**config.mk**
```make
export PLATFORM = sky130hd
export DESIGN_NAME = sap_cpu
export DESIGN_NICKNAME = d
export VERILOG_FILES = /design/src/source/sap_pkg.sv /design/src/source/unified_ram.sv /design/src/source/fetch_unit.sv /design/src/source/data_path.sv /design/src/source/control_sequencer.sv /design/src/source/sap_cpu.sv
export SDC_FILE = /design/constraint.sdc
export NUM_CORES = 1
export LEC_CHECK = 0
export BUFFER_PORTS_ARGS = -buffer_cell sky130_fd_sc_hd__buf_2
export CAP_MARGIN = 0
export CORE_UTILIZATION = 56
export CTS_BUF_LIST = sky130_fd_sc_hd__clkbuf_16
export CTS_CLUSTER_DIAMETER = 50
export DETAILED_ROUTE_END_ITERATION = 12
export PLACE_DENSITY = 0.76
export SLEW_MARGIN = 10
export SYNTH_ARGS = -nofsm -noshare
export SYNTH_HDL_FRONTEND = slang
export SYNTH_SLANG_ARGS = --single-unit
```
**constraint.sdc**
```tcl
create_clock -name clk -period 2.2 [get_ports clk]
set_input_delay 0 -clock clk [delete_from_list [all_inputs] [get_ports clk]]
set_output_delay 0 -clock clk [all_outputs]
set_load 0.01 [all_outputs]
```
**src/source/sap_pkg.sv**
```systemverilog
`default_nettype none

package sap_pkg;

    // Instruction byte is {opcode, address}, so these widths are tied together
    localparam int DATA_W    = 8;
    localparam int ADDR_W    = 4;
    localparam int OPC_W     = 4;
    localparam int MEM_DEPTH = 16;

    // Opcodes in the upper half of an instruction byte
    typedef enum logic [OPC_W-1:0] {
        // Load A from memory
        OP_LDA = 4'b1000,
        // Load B from memory
        OP_LDB = 4'b0100,
        // Accumulator gets A + B
        OP_ADD = 4'b0010,
        // Accumulator gets A - B
        OP_SUB = 4'b0001,
        // Program counter gets the address field
        OP_JMP = 4'b1001,
        // Stop until reset
        OP_HLT = 4'b1111,
        // Store accumulator at the address field
        OP_WRT = 4'b1010,
        // Put A on the data output
        OP_DMA = 4'b1011,
        // Put B on the data output
        OP_DMB = 4'b1101
    } opcode_t;

    // Instruction cycle, four states per instruction plus halt
    typedef enum logic [2:0] {
        S_FETCH,
        S_DECODE,
        S_OPERAND,
        S_EXECUTE,
        S_HALT
    } seq_state_t;

    // Adder/subtractor select
    typedef enum logic {
        ALU_ADD,
        ALU_SUB
    } alu_op_t;

endpackage

`default_nettype wire

```
**src/source/unified_ram.sv**
```systemverilog
`default_nettype none
`timescale 1ns/1ps

module unified_ram (
    input  logic                       clk,
    // Program side read port
    input  logic [sap_pkg::ADDR_W-1:0] fetch_addr_i,
    output logic [sap_pkg::DATA_W-1:0] fetch_data_o,
    // Operand side read port and store address
    input  logic [sap_pkg::ADDR_W-1:0] oper_addr_i,
    output logic [sap_pkg::DATA_W-1:0] oper_data_o,
    // Accumulator store
    input  logic                       store_i,
    input  logic [sap_pkg::DATA_W-1:0] store_data_i,
    // External program load
    input  logic                       load_en_i,
    input  logic [sap_pkg::ADDR_W-1:0] load_addr_i,
    input  logic [sap_pkg::DATA_W-1:0] load_data_i
);
    import sap_pkg::*;

    logic [DATA_W-1:0] mem [MEM_DEPTH];

    logic              wr_en;
    logic [ADDR_W-1:0] wr_addr;
    logic [DATA_W-1:0] wr_data;

    // Single write port with the external load taking priority over a store
    always_comb begin
        wr_en   = load_en_i | store_i;
        wr_addr = oper_addr_i;
        wr_data = store_data_i;
        if (load_en_i) begin
            wr_addr = load_addr_i;
            wr_data = load_data_i;
        end
    end

    // Memory write port
    always_ff @(posedge clk) begin
        if (wr_en) begin
            mem[wr_addr] <= wr_data;
        end
    end

    // Both read ports registered and read every cycle
    always_ff @(posedge clk) begin
        fetch_data_o <= mem[fetch_addr_i];
        oper_data_o  <= mem[oper_addr_i];
    end

endmodule

`default_nettype wire

```
**src/source/fetch_unit.sv**
```systemverilog
`default_nettype none
`timescale 1ns/1ps

module fetch_unit (
    input  logic                       clk,
    input  logic                       reset,
    // Strobes from the sequencer
    input  logic                       ir_load_i,
    input  logic                       jump_i,
    // Byte read at the program counter
    input  logic [sap_pkg::DATA_W-1:0] fetch_data_i,
    output logic [sap_pkg::ADDR_W-1:0] pc_o,
    output sap_pkg::opcode_t           opcode_o,
    output logic [sap_pkg::ADDR_W-1:0] operand_addr_o
);
    import sap_pkg::*;

    logic [ADDR_W-1:0] pc;
    logic [DATA_W-1:0] ir;

    // Program counter
    // Increments past the instruction being captured, jump overwrites it
    always_ff @(posedge clk) begin
        if (reset) begin
            pc <= '0;
        end else if (jump_i) begin
            pc <= operand_addr_o;
        end else if (ir_load_i) begin
            // Wraps from 15 back to 0
            pc <= pc + ADDR_W'(1);
        end
    end

    // Instruction register
    always_ff @(posedge clk) begin
        if (reset) begin
            ir <= '0;
        end else if (ir_load_i) begin
            ir <= fetch_data_i;
        end
    end

    assign pc_o = pc;

    // Upper half is the opcode, lower half the address
    assign opcode_o       = opcode_t'(ir[DATA_W-1 -: OPC_W]);
    assign operand_addr_o = ir[ADDR_W-1:0];

endmodule

`default_nettype wire

```
**src/source/data_path.sv**
```systemverilog
`default_nettype none
`timescale 1ns/1ps

module data_path (
    input  logic                       clk,
    input  logic                       reset,
    // Strobes from the sequencer
    input  logic                       load_a_i,
    input  logic                       load_b_i,
    input  logic                       alu_strobe_i,
    input  logic                       dump_a_i,
    input  logic                       dump_b_i,
    input  sap_pkg::alu_op_t           alu_op_i,
    // Byte read at the operand address
    input  logic [sap_pkg::DATA_W-1:0] operand_i,
    output logic [sap_pkg::DATA_W-1:0] acc_o,
    output logic [sap_pkg::DATA_W-1:0] data_o,
    output logic                       out_valid_o
);
    import sap_pkg::*;

    logic [DATA_W-1:0] reg_a;
    logic [DATA_W-1:0] reg_b;
    logic [DATA_W-1:0] acc;
    logic [DATA_W-1:0] alu_result;

    // Operand registers
    always_ff @(posedge clk) begin
        if (reset) begin
            reg_a <= '0;
            reg_b <= '0;
        end else begin
            if (load_a_i) begin
                reg_a <= operand_i;
            end
            if (load_b_i) begin
                reg_b <= operand_i;
            end
        end
    end

    // Sum or difference, both modulo 256
    always_comb begin
        if (alu_op_i == ALU_SUB) begin
            alu_result = reg_a - reg_b;
        end else begin
            alu_result = reg_a + reg_b;
        end
    end

    // Accumulator
    always_ff @(posedge clk) begin
        if (reset) begin
            acc <= '0;
        end else if (alu_strobe_i) begin
            acc <= alu_result;
        end
    end

    assign acc_o = acc;

    // Output register, valid for the one cycle after a dump
    always_ff @(posedge clk) begin
        if (reset) begin
            data_o      <= '0;
            out_valid_o <= 1'b0;
        end else begin
            out_valid_o <= dump_a_i | dump_b_i;
            if (dump_a_i) begin
                data_o <= reg_a;
            end else if (dump_b_i) begin
                data_o <= reg_b;
            end
        end
    end

endmodule

`default_nettype wire

```
**src/source/control_sequencer.sv**
```systemverilog
`default_nettype none
`timescale 1ns/1ps

module control_sequencer (
    input  logic             clk,
    input  logic             reset,
    // Opcode held in the instruction register
    input  sap_pkg::opcode_t opcode_i,
    // Program side strobes
    output logic             ir_load_o,
    output logic             jump_o,
    // Operand side strobes
    output logic             load_a_o,
    output logic             load_b_o,
    output logic             alu_strobe_o,
    output sap_pkg::alu_op_t alu_op_o,
    output logic             store_o,
    output logic             dump_a_o,
    output logic             dump_b_o,
    output logic             halted_o
);
    import sap_pkg::*;

    seq_state_t state;
    seq_state_t state_next;

    always_ff @(posedge clk) begin
        if (reset) begin
            state <= S_FETCH;
        end else begin
            state <= state_next;
        end
    end

    // Fixed four-step cycle, halt is sticky until reset
    always_comb begin
        state_next = state;
        case (state)
            S_FETCH: begin
                state_next = S_DECODE;
            end
            S_DECODE: begin
                state_next = S_OPERAND;
            end
            S_OPERAND: begin
                state_next = S_EXECUTE;
            end
            S_EXECUTE: begin
                if (opcode_i == OP_HLT) begin
                    state_next = S_HALT;
                end else begin
                    state_next = S_FETCH;
                end
            end
            S_HALT: begin
                state_next = S_HALT;
            end
            default: begin
                state_next = S_FETCH;
            end
        endcase
    end

    // IR captures the fetched byte at the end of decode
    assign ir_load_o = (state == S_DECODE);

    // One strobe per instruction, only in execute
    always_comb begin
        jump_o       = 1'b0;
        load_a_o     = 1'b0;
        load_b_o     = 1'b0;
        alu_strobe_o = 1'b0;
        store_o      = 1'b0;
        dump_a_o     = 1'b0;
        dump_b_o     = 1'b0;
        if (state == S_EXECUTE) begin
            case (opcode_i)
                OP_LDA:  load_a_o     = 1'b1;
                OP_LDB:  load_b_o     = 1'b1;
                OP_ADD:  alu_strobe_o = 1'b1;
                OP_SUB:  alu_strobe_o = 1'b1;
                OP_JMP:  jump_o       = 1'b1;
                OP_WRT:  store_o      = 1'b1;
                OP_DMA:  dump_a_o     = 1'b1;
                OP_DMB:  dump_b_o     = 1'b1;
                // HLT and unknown opcodes issue nothing
                default: ;
            endcase
        end
    end

    // Only matters alongside alu_strobe_o
    assign alu_op_o = (opcode_i == OP_SUB) ? ALU_SUB : ALU_ADD;

    assign halted_o = (state == S_HALT);

endmodule

`default_nettype wire

```
**src/source/sap_cpu.sv**
```systemverilog
`default_nettype none
`timescale 1ns/1ps

module sap_cpu (
    input  logic                       clk,
    input  logic                       reset,
    // Program load, used while reset is held
    input  logic                       load_en_i,
    input  logic [sap_pkg::ADDR_W-1:0] load_addr_i,
    input  logic [sap_pkg::DATA_W-1:0] load_data_i,
    // Observation outputs
    output logic [sap_pkg::ADDR_W-1:0] pc_o,
    output logic [sap_pkg::DATA_W-1:0] data_o,
    output logic                       out_valid_o,
    output logic                       halted_o
);

    // Program side
    logic [sap_pkg::DATA_W-1:0] fetch_data;
    logic [sap_pkg::ADDR_W-1:0] operand_addr;
    sap_pkg::opcode_t           opcode;
    logic                       ir_load;
    logic                       jump;

    // Operand side
    logic [sap_pkg::DATA_W-1:0] oper_data;
    logic [sap_pkg::DATA_W-1:0] acc;
    sap_pkg::alu_op_t           alu_op;
    logic                       load_a;
    logic                       load_b;
    logic                       alu_strobe;
    logic                       store;
    logic                       dump_a;
    logic                       dump_b;

    unified_ram u_ram (
        .clk          (clk),
        .fetch_addr_i (pc_o),
        .fetch_data_o (fetch_data),
        .oper_addr_i  (operand_addr),
        .oper_data_o  (oper_data),
        .store_i      (store),
        .store_data_i (acc),
        .load_en_i    (load_en_i),
        .load_addr_i  (load_addr_i),
        .load_data_i  (load_data_i)
    );

    fetch_unit u_fetch (
        .clk            (clk),
        .reset          (reset),
        .ir_load_i      (ir_load),
        .jump_i         (jump),
        .fetch_data_i   (fetch_data),
        .pc_o           (pc_o),
        .opcode_o       (opcode),
        .operand_addr_o (operand_addr)
    );

    data_path u_data (
        .clk          (clk),
        .reset        (reset),
        .load_a_i     (load_a),
        .load_b_i     (load_b),
        .alu_strobe_i (alu_strobe),
        .dump_a_i     (dump_a),
        .dump_b_i     (dump_b),
        .alu_op_i     (alu_op),
        .operand_i    (oper_data),
        .acc_o        (acc),
        .data_o       (data_o),
        .out_valid_o  (out_valid_o)
    );

    control_sequencer u_ctrl (
        .clk          (clk),
        .reset        (reset),
        .opcode_i     (opcode),
        .ir_load_o    (ir_load),
        .jump_o       (jump),
        .load_a_o     (load_a),
        .load_b_o     (load_b),
        .alu_strobe_o (alu_strobe),
        .alu_op_o     (alu_op),
        .store_o      (store),
        .dump_a_o     (dump_a),
        .dump_b_o     (dump_b),
        .halted_o     (halted_o)
    );

endmodule

`default_nettype wire

```
* Word-level counts from Yosys, hierarchy flattened
Memory sizes are Yosys's and may differ from the RTL's. A register that Yosys moved wholly into a read port is not among the register bits.
Cells that the tools add are included.
** Cells by class
- Multiplexer cells :: 26
- $add $sub $neg :: 3
- Reduce and logical (&&, ||, !) cells :: 4
- Bitwise gates (word level) :: 2
- Equal/unequal tests :: 13
** Operator list (count)
- $mux W8 :: 4
- $eq A4 B4 Y1 const B :: 6
- $mux W1 :: 17
- $pmux W3 S5 :: 1
- $mux W4 :: 3
- $add A8 B8 Y8 :: 1
- $sub A8 B8 Y8 :: 1
- $eq A3 B2 Y1 const B :: 2
- $add A4 B1 Y4 const B :: 1
- $eq A4 B1 Y1 const B :: 1
- $eq A4 B2 Y1 const B :: 1
- $eq A4 B3 Y1 const B :: 1
- $reduce_bool A2 Y1 :: 2
- $eq A3 B1 Y1 const B :: 1
- $eq A3 B3 Y1 const B :: 1
- $logic_not A3 Y1 :: 1
- $mux W3 :: 1
- $or A1 B1 Y1 :: 2
- $reduce_or A2 Y1 :: 1
** Storage, ports and cells
- Memories kept :: 1
- Logic and storage cells :: 57
- Flip-flop bits (word level) :: 48
- Memory bits (writable) :: 128
- Output and inout port bits :: 14
** Memory list
- u_ram.mem :: words 16, bits a word 8, read ports 2, clocked after Yosys merged registers in 2, wr ports 1, line unified_ram.sv:22 : logic [DATA_W-1:0] mem [MEM_DEPTH];

* Longest topological paths before layout
Gate-level depths: netlist (run 1).
- Depth in word-level cells :: 6
- Mapped depth :: 10
- Mapped depth without buffers :: 10

* By module
Synthesis (run 1) repeated with hierarchy kept, for this count alone.
** Unflattened totals
- Cells, all modules :: 601
- Area total of the unflattened synthesis :: 8879.8 µm²
** Modules (own cells, without submodules)
- unified_ram :: times used 1, cells an instance 341, area each 6481.2 µm²
- data_path :: times used 1, cells an instance 187, area each 1689.1 µm²
- fetch_unit :: times used 1, cells an instance 48, area each 490.5 µm²
- control_sequencer :: times used 1, cells an instance 25, area each 219.0 µm²

* Least setup slack after synthesis (run 1)
OpenSTA, ideal clock, no wires.
- Kind :: register to register
- Start :: reg u_fetch.ir[7]
- End :: reg u_data.acc[6] (netlist: u_data.acc_o[6])
- Library setup time :: 0.130 ns
- Path buffers :: 1
- Cell stages (with the launch flop) :: 11
- Setup slack :: -0.067 ns
- Arrival :: 2.137 ns
- Cells stage by stage :: dfxtp_1 > buf_4 > nor4b_4 > nor2_1 > xnor2_1 > ha_1 > nor2b_1 > o31a_1 > o21a_1 > o21ai_1 > o311ai_1
** On the way
- Longest elaborated chain between the ends :: 4
** Ends and longest elaborated chain
- start: declaration :: line fetch_unit.sv:19 : logic [DATA_W-1:0] ir;
- start signal: assignment :: line fetch_unit.sv:39 : ir <= fetch_data_i;
- $eq A4 B2 Y1 / $eq A4 B1 Y1 (equally long branches) :: line control_sequencer.sv:77, control_sequencer.sv:93
- $reduce_or A2 Y1 (no line)
- $mux W1 :: line control_sequencer.sv:77 : case (opcode_i)
- $mux W1 :: line control_sequencer.sv:76 : if (state == S_EXECUTE) begin
- end signal: assignment :: line data_path.sv:56 : acc <= alu_result;
- end: declaration :: line data_path.sv:24 : logic [DATA_W-1:0] acc;
Parallel ways exist; a longest one is shown, timed or not.
A chain may end at the register's enable or synchronous reset.

* Worst setup path after layout (run 1)
- Start :: reg u_fetch.ir[6]
- End :: reg u_data.acc[6] (netlist: u_data.acc_o[6])
Same word-level chain as after synthesis.

==> results of run 1 <==
==> layer usage <==
metal	routed length, µm	vias to the layer above	share of wire, %	track usage [%]
li1	-	2370	-	-
met5	0	-	0	0
met1	8140	2798	40	35.3
met3	1410	42	6.9	5.63
met4	527	0	2.6	10.5
met2	10400	246	51	44.4
==> power by group through the flow <==
stage,sequential (W),clock (W),combinational [W]
global placement,0.00409,0,0.000820
detailed placement,0.00410,0,0.000840
global route,0.00403,0.00347,0.000928
floorplan,0.00407,0,0.000617
finish,0.00402,0.00331,0.000876
CTS,0.00402,0.00334,0.000854
==> logic make-up (layout without fill, tap and decap cells) <==
family / Yosys count / count (layout) / share of synthesized area (%)
compound gates: 61 / 61 / 4.49
xor+xnor: 15 / 15 / 1.48
fa+ha+maj: 10 / 10 / 1.50
buf+inv: 44 / 131 / 2.95
flops: 192 / 192 / 57.8
mux: 108 / 108 / 24.7
other cells: 0 / 1 / 0
simple gates: 125 / 125 / 7.13
==> through the flow <==
stage / setup slack [ns] / instances / TNS [ns] / area (µm²) / hold slack [ns]
6_report: -0.0742 / 854 / -1.23 / 10400 / 0.164
5_1_grt: -0.170 / 853 / -4.03 / 10400 / 0.178
4_1_cts: -0.0587 / 850 / -0.130 / 10200 / 0.152
3_5_place_dp: -0.121 / 818 / -2.45 / 9550 / 0.400
3_3_place_gp: -0.0351 / 818 / -0.0799 / 9550 / 0.405
2_1_floorplan: -0.0273 / 555 / -0.0295 / 8880 / 0.207
==> cells in the mapped netlist, drive strengths merged, types with 2 or more instances <==
cell type / n / area (µm²)
buf: 23 / 181
mux4: 80 / 1900
edfxtp: 128 / 3840
nand2b: 2 / 12.5
clkbuf: 13 / 50.0
mux2: 9 / 101
inv: 8 / 30.0
ha: 9 / 113
xor2: 3 / 26.3
xnor2: 12 / 105
a21o: 2 / 15.0
o21ai: 5 / 25.0
nor3b: 4 / 40.0
nand2: 29 / 111
dfxtp: 64 / 1280
a211oi: 11 / 87.6
o21a: 3 / 22.5
nor3: 8 / 45.0
a22oi: 4 / 30.0
or4: 2 / 15.0
nand3b: 4 / 33.8
a21oi: 23 / 115
and4b: 2 / 20.0
nor4: 2 / 27.5
nand3: 9 / 50.1
a31oi: 5 / 31.3
mux2i: 19 / 190
o31ai: 2 / 20.0
nor2: 57 / 216
==> final timing paths <==
| kind | start | end | slack [ns] | depth (start not counted) |
|---|---|---|---|---|
| min reg2reg | u_data.data_o[5] | u_data.data_o[5] | 0.46 | 2 |
| min | load_data_i[6] | u_ram.mem[15][6] | 0.16 | 2 |
| max reg2reg | u_fetch.ir[6] | u_data.acc_o[6] | -0.07 | 10 |
| max | u_fetch.ir[6] | u_data.acc_o[6] | -0.07 | 10 |
==> sequential cells by signal, indices dropped and copies added, names as in the netlist <==
register and cells:
u_ctrl.state 3, u_data.acc_o 8, u_data.data_o 8, u_data.out_valid_o 1
u_data.reg_a 8, u_data.reg_b 8, u_fetch.ir 8, u_fetch.pc_o 4
u_ram.fetch_data_o 8, u_ram.mem 128, u_ram.oper_data_o 8
==> worst max-delay path, stage by stage, from the launching register on <==
cell	delay (ns)
dfxtp_2	0.34
nor4b_4	0.30
buf_4	0.19
nor2_1	0.05
xnor2_1	0.12
ha_1	0.32
nor2b_4	0.15
o31a_1	0.26
o21a_1	0.21
o21ai_1	0.13
o311ai_1	0.09
==> final cells by class <==
cell class	count	share of cell area [%]
multi-input cells	319	34.8
repair buffers	91	6.76
clock inverters	15	1.99
flip-flops and latches	192	49.5
inverters	8	0.290
well taps	211	2.55
clock buffers	17	4.10
diodes	1	0.0241
==> repair_timing <==
| action | 4_1_cts | 5_1_grt |
|---|---|---|
| setup buffers | 0 | 3 |
| cloned | 0 | 0 |
| pin swaps | 5 | 14 |
| endpoints found under the setup margin | 102 | 130 |
| gates resized for setup | 14 | 29 |
==> out/summary.log, run 1 <==
qor: power.total_power 0.00821 W
qor: die.coreArea 15300 µm²
qor: detailed_routing.dr.first_iter.drc_count 565
qor: detailed_routing.routed_via_density 6.39
qor: die.die_area 16300 µm²
qor: sta.fmax 440 MHz
qor: detailed_routing.final_antenna_net_count 0
qor: yosys.synthesis.instances 555
qor: flow_run.cap_violations 0
qor: die.die_h 128 µm
qor: die.initial_util 57.9%
qor: sta.normalized_max_slew_margin 38.8%
qor: placement.buffer_ports.inserted 28
qor: sta.drv_slew 0
qor: yosys.number_of_register_bits_inferred_by_synthesis 192
qor: yosys.count_of_flip_flops_with_a_built_in_enable_after_synthesis 128
qor: sta.post-route-period-util 103%
qor: yosys.synth_cell_type_count 59
qor: clocking.hold_fix_buffer_count_after_cts 0
qor: yosys.seq_area_frac_synth 57.8%
qor: placement.routabilityCongestion 0.920
qor: die.floorplan.rows 45
qor: final_layout.most_common_library_cell_in_the_layout_ignoring_fill_and_taps edfxtp_1
qor: clocking.clock_insertion_delay_worst_skew 0.44 ns
qor: clocking.cts_tree built
qor: clocking.numCtsBuffers 17
qor: power.power.net_switching 0.00190 W
qor: min_path.hold_path_class input pin to flop
qor: detailed_routing.num_vias 5456
qor: critical_path.cp-end-kind flop
qor: sta.tightest_slew 0.918 ns
qor: sta.finalSetupViolCount 56
qor: power.power.share.combinational 10.7%
qor: power.share_clk_of_total_power 40.3%
qor: clocking.cts_sinks 192
qor: yosys.total_standard_cell_area_after_synthesis 8870 µm²
qor: sta.post-route-worst-setup-slack -0.0742 ns
qor: detailed_routing.wirelength 20500 µm
qor: final_layout.post-route-util 67.7%
qor: grt.grt_usage 26.9%
qor: detailed_routing.firstDrtPassIters 5
qor: grt.vias_in_the_first_global_route 5466
qor: final_layout.fillCellCount 990
qor: yosys.ys.flop_type edfxtp_1
qor: final_layout.register_area 5130 µm²
qor: critical_path.worstSetupPathType flop to flop
qor: grt.grt_first_pass_wirelength 31900 µm
qor: power.seq_power_share 49.0%
qor: sta.fin_worst_skew 0.0124 ns
qor: grt.global_route.overflow_total 0
qor: power.power.density_cell_area 792 nW/µm²
qor: clocking.bufs_on_longest_clock_path 2
qor: status.failed_checks setup timing
qor: placement.dp_hpwl 13600 µm
qor: die.i_o_pins 29
qor: yosys.synth-warning-count 0
qor: final_layout.flow.area_growth_from_synthesis 16.9%
qor: power.peakVddDrop 0.625 mV
qor: sta.grt_setup_unrepaired true
qor: status.status finished with violations
qor: grt.antenna_found_initial 1
qor: final_layout.layout.cells.most_common_list edfxtp_1 (128), dfxtp_1 (59), mux4_2 (55), buf_4 (49), nor2_1 (48)
qor: yosys.number_of_nets_produced_by_synthesis 580
qor: grt.grt_start_max_net_pins 52
qor: power.leakage 3.60 nW
qor: die.die_x 128 µm
qor: final_layout.post_route_cells_drive_above_1_share 34.6%
qor: detailed_routing.drc 0
qor: yosys.share_of_flip_flops_with_an_asynchronous_set_or_reset 0%
qor: clocking.path_clk_slew 0.07 ns
qor: detailed_routing.wire_per_inst 24.0 µm
qor: final_layout.multi_input_area 3610 µm²
qor: critical_path.critical_path_required 2.52 ns
qor: sta.period_minus_slack 2.27 ns
qor: critical_path.worstSetupStartpointType flop
qor: power.intPower 0.00630 W
qor: clocking.cts_max_level 4
qor: clocking.cts.root.buffer_cell clkbuf_16
qor: sta.finalHoldViolations 0
qor: final_layout.final_stage_net_count 654
qor: yosys.avg_cell_area_syn 16.0 µm²
qor: critical_path.cp.arrival 2.60 ns
qor: critical_path.crit_path_max_fanout 6
qor: power.sw_frac_of_total 23.2%
(Power assumes the default switching activity.)
==> run 2, diff against run 1 <==
--- a/config.mk
+++ b/config.mk
@@ -7,11 +7,13 @@
 export LEC_CHECK = 0
 export BUFFER_PORTS_ARGS = -buffer_cell sky130_fd_sc_hd__buf_2
 export CAP_MARGIN = 0
-export CORE_UTILIZATION = 56
+export CELL_PAD_IN_SITES_DETAIL_PLACEMENT = 1
+export CELL_PAD_IN_SITES_GLOBAL_PLACEMENT = 1
+export CORE_UTILIZATION = 48
 export CTS_BUF_LIST = sky130_fd_sc_hd__clkbuf_16
 export CTS_CLUSTER_DIAMETER = 50
 export DETAILED_ROUTE_END_ITERATION = 12
-export PLACE_DENSITY = 0.76
+export PLACE_DENSITY_LB_ADDON = 0.1
 export SLEW_MARGIN = 10
 export SYNTH_ARGS = -nofsm -noshare
 export SYNTH_HDL_FRONTEND = slang
==> run 2 against run 1 <==
Effect of this change: global-route usage is 0.73 points lower; non-clock buffer count is 6 higher; largest power group unchanged; the run still ends with setup timing left; worst hold slack worse by 0.13 ns; largest cell class unchanged; first-iteration DRC count is 28% lower; combinational power hardly changed; critical path type unchanged; critical endpoint unchanged; design area is 0.54% higher; sequential power hardly changed; via count is 1.7% lower; sequential share of layout area is 0.28 points lower; count of clock-buffer cells in the layout stayed put; clock power is 6.0% lower.
==> out/summary.log, run 2 (same netlist as run 1, synthesis figures left out) <==
qor: critical_path.cp.arrival 2.53 ns [-0.07 ns]
qor: clocking.path_clk_slew 0.07 ns [about the same]
qor: clocking.bufs_on_longest_clock_path 2 [unchanged]
qor: critical_path.worstSetupPathType flop to flop
qor: final_layout.antennaDiodeCount 0 [-1]
qor: power.sw_frac_of_total 24.9% [+1.7 points]
qor: final_layout.top_register u_ram.mem
qor: die.coreArea 18000 µm² [+18%]
qor: clocking.clock_insertion_delay_worst_skew 0.44 ns [about the same]
qor: clocking.numCtsBuffers 17 [unchanged]
qor: min_path.hold_path_class input pin to flop
qor: final_layout.layout.cells.most_common_list edfxtp_1 (128), dfxtp_1 (60), mux4_2 (55), buf_4 (55), nor2_1 (48)
qor: grt.grt_usage 26.2% [-0.73 points]
qor: power.share_clk_of_total_power 38.8% [-1.5 points]
qor: final_layout.final_stage_net_count 660 [+0.92%]
qor: power.seq_power_share 50.2% [+1.2 points]
qor: critical_path.crit_start u_fetch.ir[6]
qor: critical_path.reg2reg_setup_slack -0.02 ns [+0.05 ns]
qor: grt.vias_in_the_first_global_route 5660 [+3.5%]
qor: critical_path.reg2reg_from u_fetch.ir[6]
qor: detailed_routing.final_antenna_net_count 0 [unchanged]
qor: final_layout.largest_register_ffs 128 [unchanged]
qor: sta.fmax 450 MHz [+2.3%]
qor: final_layout.flow.area_growth_from_synthesis 17.6%
qor: power.peakVddDrop 0.488 mV [-22%]
qor: final_layout.post_route_insts_no_fill 877 [+2.7%]
qor: detailed_routing.wire_per_inst 26.5 µm [+10%]
qor: status.failed_checks setup timing
qor: die.die_x 138 µm [+7.9%]
qor: placement.buffer_ports.inserted 28 [unchanged]
qor: grt.antenna_found_initial 1 [unchanged]
qor: placement.dpl.cell_count 842 [+2.9%]
qor: sta.finalHoldViolations 0 [unchanged]
qor: final_layout.post-route-util 57.8% [-9.9 points]
qor: grt.grt_start_max_net_pins 37 [-29%]
qor: power.leakage 3.61 nW [+0.29%]
qor: sta.whs 0.0366 ns [-0.127 ns]
qor: sta.tightest_slew 0.726 ns [-0.191 ns]
qor: placement.dp_hpwl 16000 µm [+17%]
qor: clocking.cts_sinks 192 [unchanged]
qor: critical_path.critical_path_required 2.51 ns [about the same]
qor: final_layout.most_common_library_cell_in_the_layout_ignoring_fill_and_taps edfxtp_1
qor: detailed_routing.routed_via_density 6.12 [-4.2%]
qor: final_layout.multi_input_area 3590 µm² [-0.35%]
qor: placement.preCtsSetupSlack -0.160 ns [-0.0399 ns]
qor: sta.drv_slew 0 [unchanged]
qor: die.i_o_pins 29 [unchanged]
qor: flow_run.cap_violations 0 [unchanged]
qor: status.status finished with violations
qor: min_path.hp-start reset
qor: critical_path.cp-end-kind flop
qor: detailed_routing.drc 0 [unchanged]
qor: power.total_power 0.00802 W [-2.3%]
qor: clocking.cts.root.buffer_cell clkbuf_16
qor: sta.post-route-period-util 101% [-2.3 points]
qor: sta.normalized_max_slew_margin 51.5% [+13 points]
qor: final_layout.register_area 5130 µm² [about the same]
qor: detailed_routing.num_vias 5365 [-1.7%]
qor: die.floorplan.rows 49 [+8.9%]
qor: final_layout.fillCellCount 1697 [+71%]
qor: critical_path.worstSetupStartpointType flop
qor: sta.grt_setup_unrepaired true
qor: sta.fin_worst_skew 0.0149 ns [+0.00250 ns]
qor: clocking.cts_tree built
qor: sta.finalSetupViolCount 1 [-98%]
qor: power.intPower 0.00602 W [-4.5%]
qor: power.power.net_switching 0.00200 W [+4.9%]
qor: detailed_routing.dr.first_iter.drc_count 407 [-28%]
qor: sta.period_minus_slack 2.22 ns [-0.0512 ns]
qor: die.die_area 19000 µm² [+16%]
qor: detailed_routing.firstDrtPassIters 4 [-1]
qor: critical_path.crit_path_max_fanout 7 [+1]
qor: grt.grt_first_pass_wirelength 34500 µm [+7.9%]
qor: final_layout.post_route_cells_drive_above_1_share 35.8% [+1.2 points]
qor: power.power.share.combinational 11.0% [+0.3 points]
qor: power.power.density_cell_area 769 nW/µm² [-2.9%]
qor: placement.routabilityCongestion 0.836 [-9.1%]
qor: detailed_routing.wirelength 23300 µm [+13%]
qor: clocking.cts_max_level 4 [unchanged]
qor: grt.global_route.overflow_total 0 [unchanged]
qor: die.die_h 138 µm [+7.9%]
qor: sta.post-route-worst-setup-slack -0.0231 ns [+0.0512 ns]
qor: die.initial_util 49.2% [-8.7 points]
## run 2: metrics by stage
step | area [µm²] | setup TNS [ns]
6_report | 10400 | -0.0231
5_1_grt | 10400 | -2.40
4_1_cts | 10300 | -0.0858
3_5_place_dp | 9680 | -2.21
3_3_place_gp | 9680 | -0.210
2_1_floorplan | 8880 | -0.0295
## run 2: timing repair
action                     CTS  global route
pin swaps                    8             5
setup endpoints to repair   68           120
hold buffers                 0             0
cloned                       0             0
resized for setup           15            18
buffers inserted             2             1
## run 2: worst max-delay path, cell delays in order (launching register included)
cell,delay (ns)
dfxtp_2,0.33
nor4b_4,0.30
buf_6,0.18
a21oi_2,0.04
xnor2_1,0.18
ha_1,0.29
buf_6,0.13
o21a_1,0.10
o31a_1,0.12
o21a_1,0.20
o21ai_1,0.12
o311ai_1,0.10
## run 2: power by group through the flow
| stage | Clock, W | Combinational, W | Sequential (W) |
|---|---|---|---|
| 2_1_floorplan | 0 | 0.000617 | 0.00407 |
| 3_3_place_gp | 0 | 0.000847 | 0.00410 |
| 3_5_place_dp | 0 | 0.000867 | 0.00411 |
| 4_1_cts | 0.00316 | 0.000879 | 0.00403 |
| 5_1_grt | 0.00328 | 0.000939 | 0.00404 |
| 6_report | 0.00311 | 0.000879 | 0.00403 |
## run 2: final timing paths
check                      to  cells past startpoint
min           u_data.reg_b[0]                      2
max reg2reg   u_data.acc_o[6]                     11
min reg2reg  u_data.data_o[6]                      2
max           u_data.acc_o[6]                     11
## run 2: area by class of cell
class / count / share of cell area [%]
Multi-Input combinational cell: 319 / 34.5
Inverter: 8 / 0.288
Clock buffer: 17 / 4.08
Sequential cell: 192 / 49.2
Timing Repair Buffer: 97 / 7.57
Clock inverter: 15 / 1.61
Tap cell: 229 / 2.75
## run 2: routing by layer
metal  share of wire (%)  track usage, %  vias to the layer above
met5               0.056               0                        -
met4                 3.4            10.5                        2
met3                 4.4            5.41                       52
met2                  53            46.2                      156
met1                  39            31.3                     2779
li1                    -               -                     2376
==> run 3, diff against run 2 <==
--- a/config.mk
+++ b/config.mk
@@ -14,6 +14,7 @@
 export CTS_CLUSTER_DIAMETER = 50
 export DETAILED_ROUTE_END_ITERATION = 12
 export PLACE_DENSITY_LB_ADDON = 0.1
+export SETUP_SLACK_MARGIN = 0.02
 export SLEW_MARGIN = 10
 export SYNTH_ARGS = -nofsm -noshare
 export SYNTH_HDL_FRONTEND = slang
==> constraint.sdc (replaced) <==
create_clock -name clk -period 2.2 [get_ports clk]
set_input_delay 0.33 -clock clk [delete_from_list [all_inputs] [get_ports clk]]
set_output_delay 0.33 -clock clk [all_outputs]
set_load 0.01 [all_outputs]
==> run 3 against run 2 <==
Effect of this change: the flow still finishes with violations (setup timing); clock power is 2% lower; global-route usage is 0.53 points higher; register-to-register slack worse by 0.05 ns; critical endpoint unchanged; flip-flop and latch count stayed put; design area is 0.17% higher; clock skew is 0.0036 ns lower; sequential share of layout area is 0.071 points lower.
==> out/summary.log, run 3 (same netlist as run 1, synthesis figures left out) <==
qor: final_layout.post_route_cells_drive_above_1_share 35.9% [+0.13 points]
qor: die.i_o_pins 29 [unchanged]
qor: detailed_routing.num_vias 5443 [+1.5%]
qor: sta.whs 0.366 ns [+0.330 ns]
qor: sta.post-route-period-util 103% [+2.1 points]
qor: critical_path.crit_path_max_fanout 6 [-1]
qor: detailed_routing.firstDrtPassIters 5 [+1]
qor: sta.grt_setup_unrepaired true
qor: critical_path.crit_slowest_cell dfxtp_2
qor: detailed_routing.top_layer_used met4
qor: flow_run.cap_violations 0 [unchanged]
qor: grt.grt_first_pass_wirelength 35200 µm [+2.3%]
qor: die.initial_util 49.2% [unchanged]
qor: die.coreArea 18000 µm² [unchanged]
qor: detailed_routing.wirelength 23600 µm [+1.6%]
qor: power.peakVddDrop 0.548 mV [+12%]
qor: placement.buffer_ports.inserted 28 [unchanged]
qor: sta.finalHoldViolations 0 [unchanged]
qor: final_layout.top_register u_ram.mem
qor: final_layout.flow.area_growth_from_synthesis 17.8%
qor: placement.routabilityCongestion 0.811 [-3.0%]
qor: die.die_area 19000 µm² [unchanged]
qor: placement.dp_hpwl 16500 µm [+2.8%]
qor: sta.tightest_slew 0.689 ns [-0.0376 ns]
qor: min_path.hold_path_class input pin to flop
qor: detailed_routing.met2WireLength 12500 µm [+0.89%]
qor: detailed_routing.met3RoutedLength 1000 µm [-2.8%]
qor: final_layout.register_area 5130 µm² [about the same]
qor: critical_path.worst_path_dominant_cell_family compound AO/OA/AOI/OAI gates
qor: detailed_routing.final_antenna_net_count 0 [unchanged]
qor: final_layout.multi_input_area 3580 µm² [-0.35%]
qor: final_layout.most_common_library_cell_in_the_layout_ignoring_fill_and_taps edfxtp_1
qor: sta.period_minus_slack 2.27 ns [+0.0459 ns]
qor: critical_path.critical_path_required 2.52 ns [about the same]
qor: power.leakage 3.64 nW [+0.76%]
qor: die.floorplan.rows 49 [unchanged]
qor: critical_path.cp-end-kind flop
qor: die.die_x 138 µm [unchanged]
qor: clocking.clock_insertion_delay_worst_skew 0.44 ns [about the same]
qor: critical_path.timing.critical_path.buf_inv 1 [-1]
qor: clocking.path_clk_slew 0.07 ns [about the same]
qor: grt.grt_usage 26.7% [+0.53 points]
qor: final_layout.final_stage_net_count 666 [+0.91%]
qor: status.status finished with violations
qor: grt.grt_start_max_net_pins 39 [+5.4%]
qor: detailed_routing.wl_met1 9670 µm [+7.3%]
qor: placement.dpl.cell_count 847 [+0.59%]
qor: grt.vias_in_the_first_global_route 5752 [+1.6%]
qor: final_layout.post_route_insts_no_fill 884 [+0.80%]
qor: sta.fmax 441 MHz [-2.0%]
qor: power.power.density_cell_area 764 nW/µm² [-0.60%]
qor: sta.drv_slew 0 [unchanged]
qor: clocking.bufs_on_longest_clock_path 2 [unchanged]
qor: sta.fin_worst_skew 0.0112 ns [-0.00364 ns]
qor: detailed_routing.routed_via_density 6.16 [+0.65%]
qor: detailed_routing.drc 0 [unchanged]
qor: detailed_routing.dr.first_iter.drc_count 448 [+10%]
qor: final_layout.fillCellCount 1657 [-2.4%]
qor: critical_path.worstSetupPathType flop to flop
qor: sta.post-route-worst-setup-slack -0.0690 ns [-0.0459 ns]
qor: critical_path.worstSetupStartpointType flop
qor: clocking.cts_sinks 192 [unchanged]
qor: clocking.cts_max_level 4 [unchanged]
qor: detailed_routing.wire_per_inst 26.7 µm [+0.81%]
qor: final_layout.layout.cells.most_common_list edfxtp_1 (128), buf_4 (62), dfxtp_1 (59), mux4_2 (55), nor2_1 (46)
qor: sta.normalized_max_slew_margin 53.9% [+2.4 points]
qor: die.die_h 138 µm [unchanged]
qor: clocking.cts.root.buffer_cell clkbuf_16
qor: critical_path.max_stage_delay 0.34 ns [about the same]
qor: final_layout.largest_register_ffs 128 [unchanged]
qor: clocking.cts_tree built
qor: grt.antenna_found_initial 1 [unchanged]
qor: status.failed_checks setup timing
qor: sta.finalSetupViolCount 3 [+2]
qor: final_layout.post-route-util 57.9% [+0.097 points]
qor: critical_path.cp_cell_sequence nor4b_4 -> buf_4 -> nor2_1 -> xnor2_1 -> ha_1 -> nor2b_4 -> o31a_1 -> o21a_1 -> o21ai_1 -> o311ai_1
qor: sta.timing.setup.tns -0.130 ns [-0.107 ns]
qor: critical_path.cp.arrival 2.59 ns [+0.06 ns]
qor: grt.global_route.overflow_total 0 [unchanged]
qor: clocking.numCtsBuffers 17 [unchanged]
[run 3: report_power, final]
group | switching, W | total (W) | internal [W]
clock network | 0.00153 | 0.00306 | 0.00153
logic | 0.000445 | 0.000889 | 0.000444
registers | 0.0000776 | 0.00403 | 0.00395
total | 0.00206 | 0.00798 | 0.00592
[run 3: routing by layer]
layer | GRT usage, % | vias to the layer above
li1 | - | 2397
met1 | 33.1 | 2869
met2 | 47.0 | 145
met3 | 4.97 | 32
met4 | 9.06 | 0
met5 | 0 | -
[run 3: worst paths after layout]
check,start,end,slack [ns],cells after the start
max,u_fetch.ir[6],u_data.acc_o[6],-0.07,10
min,reset,u_data.reg_b[7],0.37,2
max reg2reg,u_fetch.ir[6],u_data.acc_o[6],-0.07,10
min reg2reg,u_data.data_o[1],u_data.data_o[1],0.46,2
[run 3: layout make-up]
| class | instances | area share (%) |
|---|---|---|
| flip-flops and latches | 192 | 49.1 |
| well taps | 229 | 2.74 |
| clock inverters | 15 | 1.51 |
| repair buffers | 103 | 7.91 |
| multi-input cells | 319 | 34.3 |
| inverters | 8 | 0.288 |
| diodes | 1 | 0.0240 |
| clock buffers | 17 | 4.07 |
[run 3: repair_timing]
action                                  in CTS  in global routing
setup buffers                                1                  3
endpoints found under the hold margin        0                  0
pin swaps                                    4                  7
endpoints found under the setup margin     111                 39
gates resized for setup                     13                 22
hold buffers                                 0                  0
[run 3: metrics by stage]
step | total power (W) | worst slack [ns] | instance area (µm²)
floorplan | 0.00469 | -0.0273 | 8880
finish | 0.00798 | -0.0690 | 10400
global route | 0.00821 | -0.186 | 10400
detailed placement | 0.00498 | -0.118 | 9700
global placement | 0.00495 | -0.0434 | 9700
CTS | 0.00802 | -0.0850 | 10300
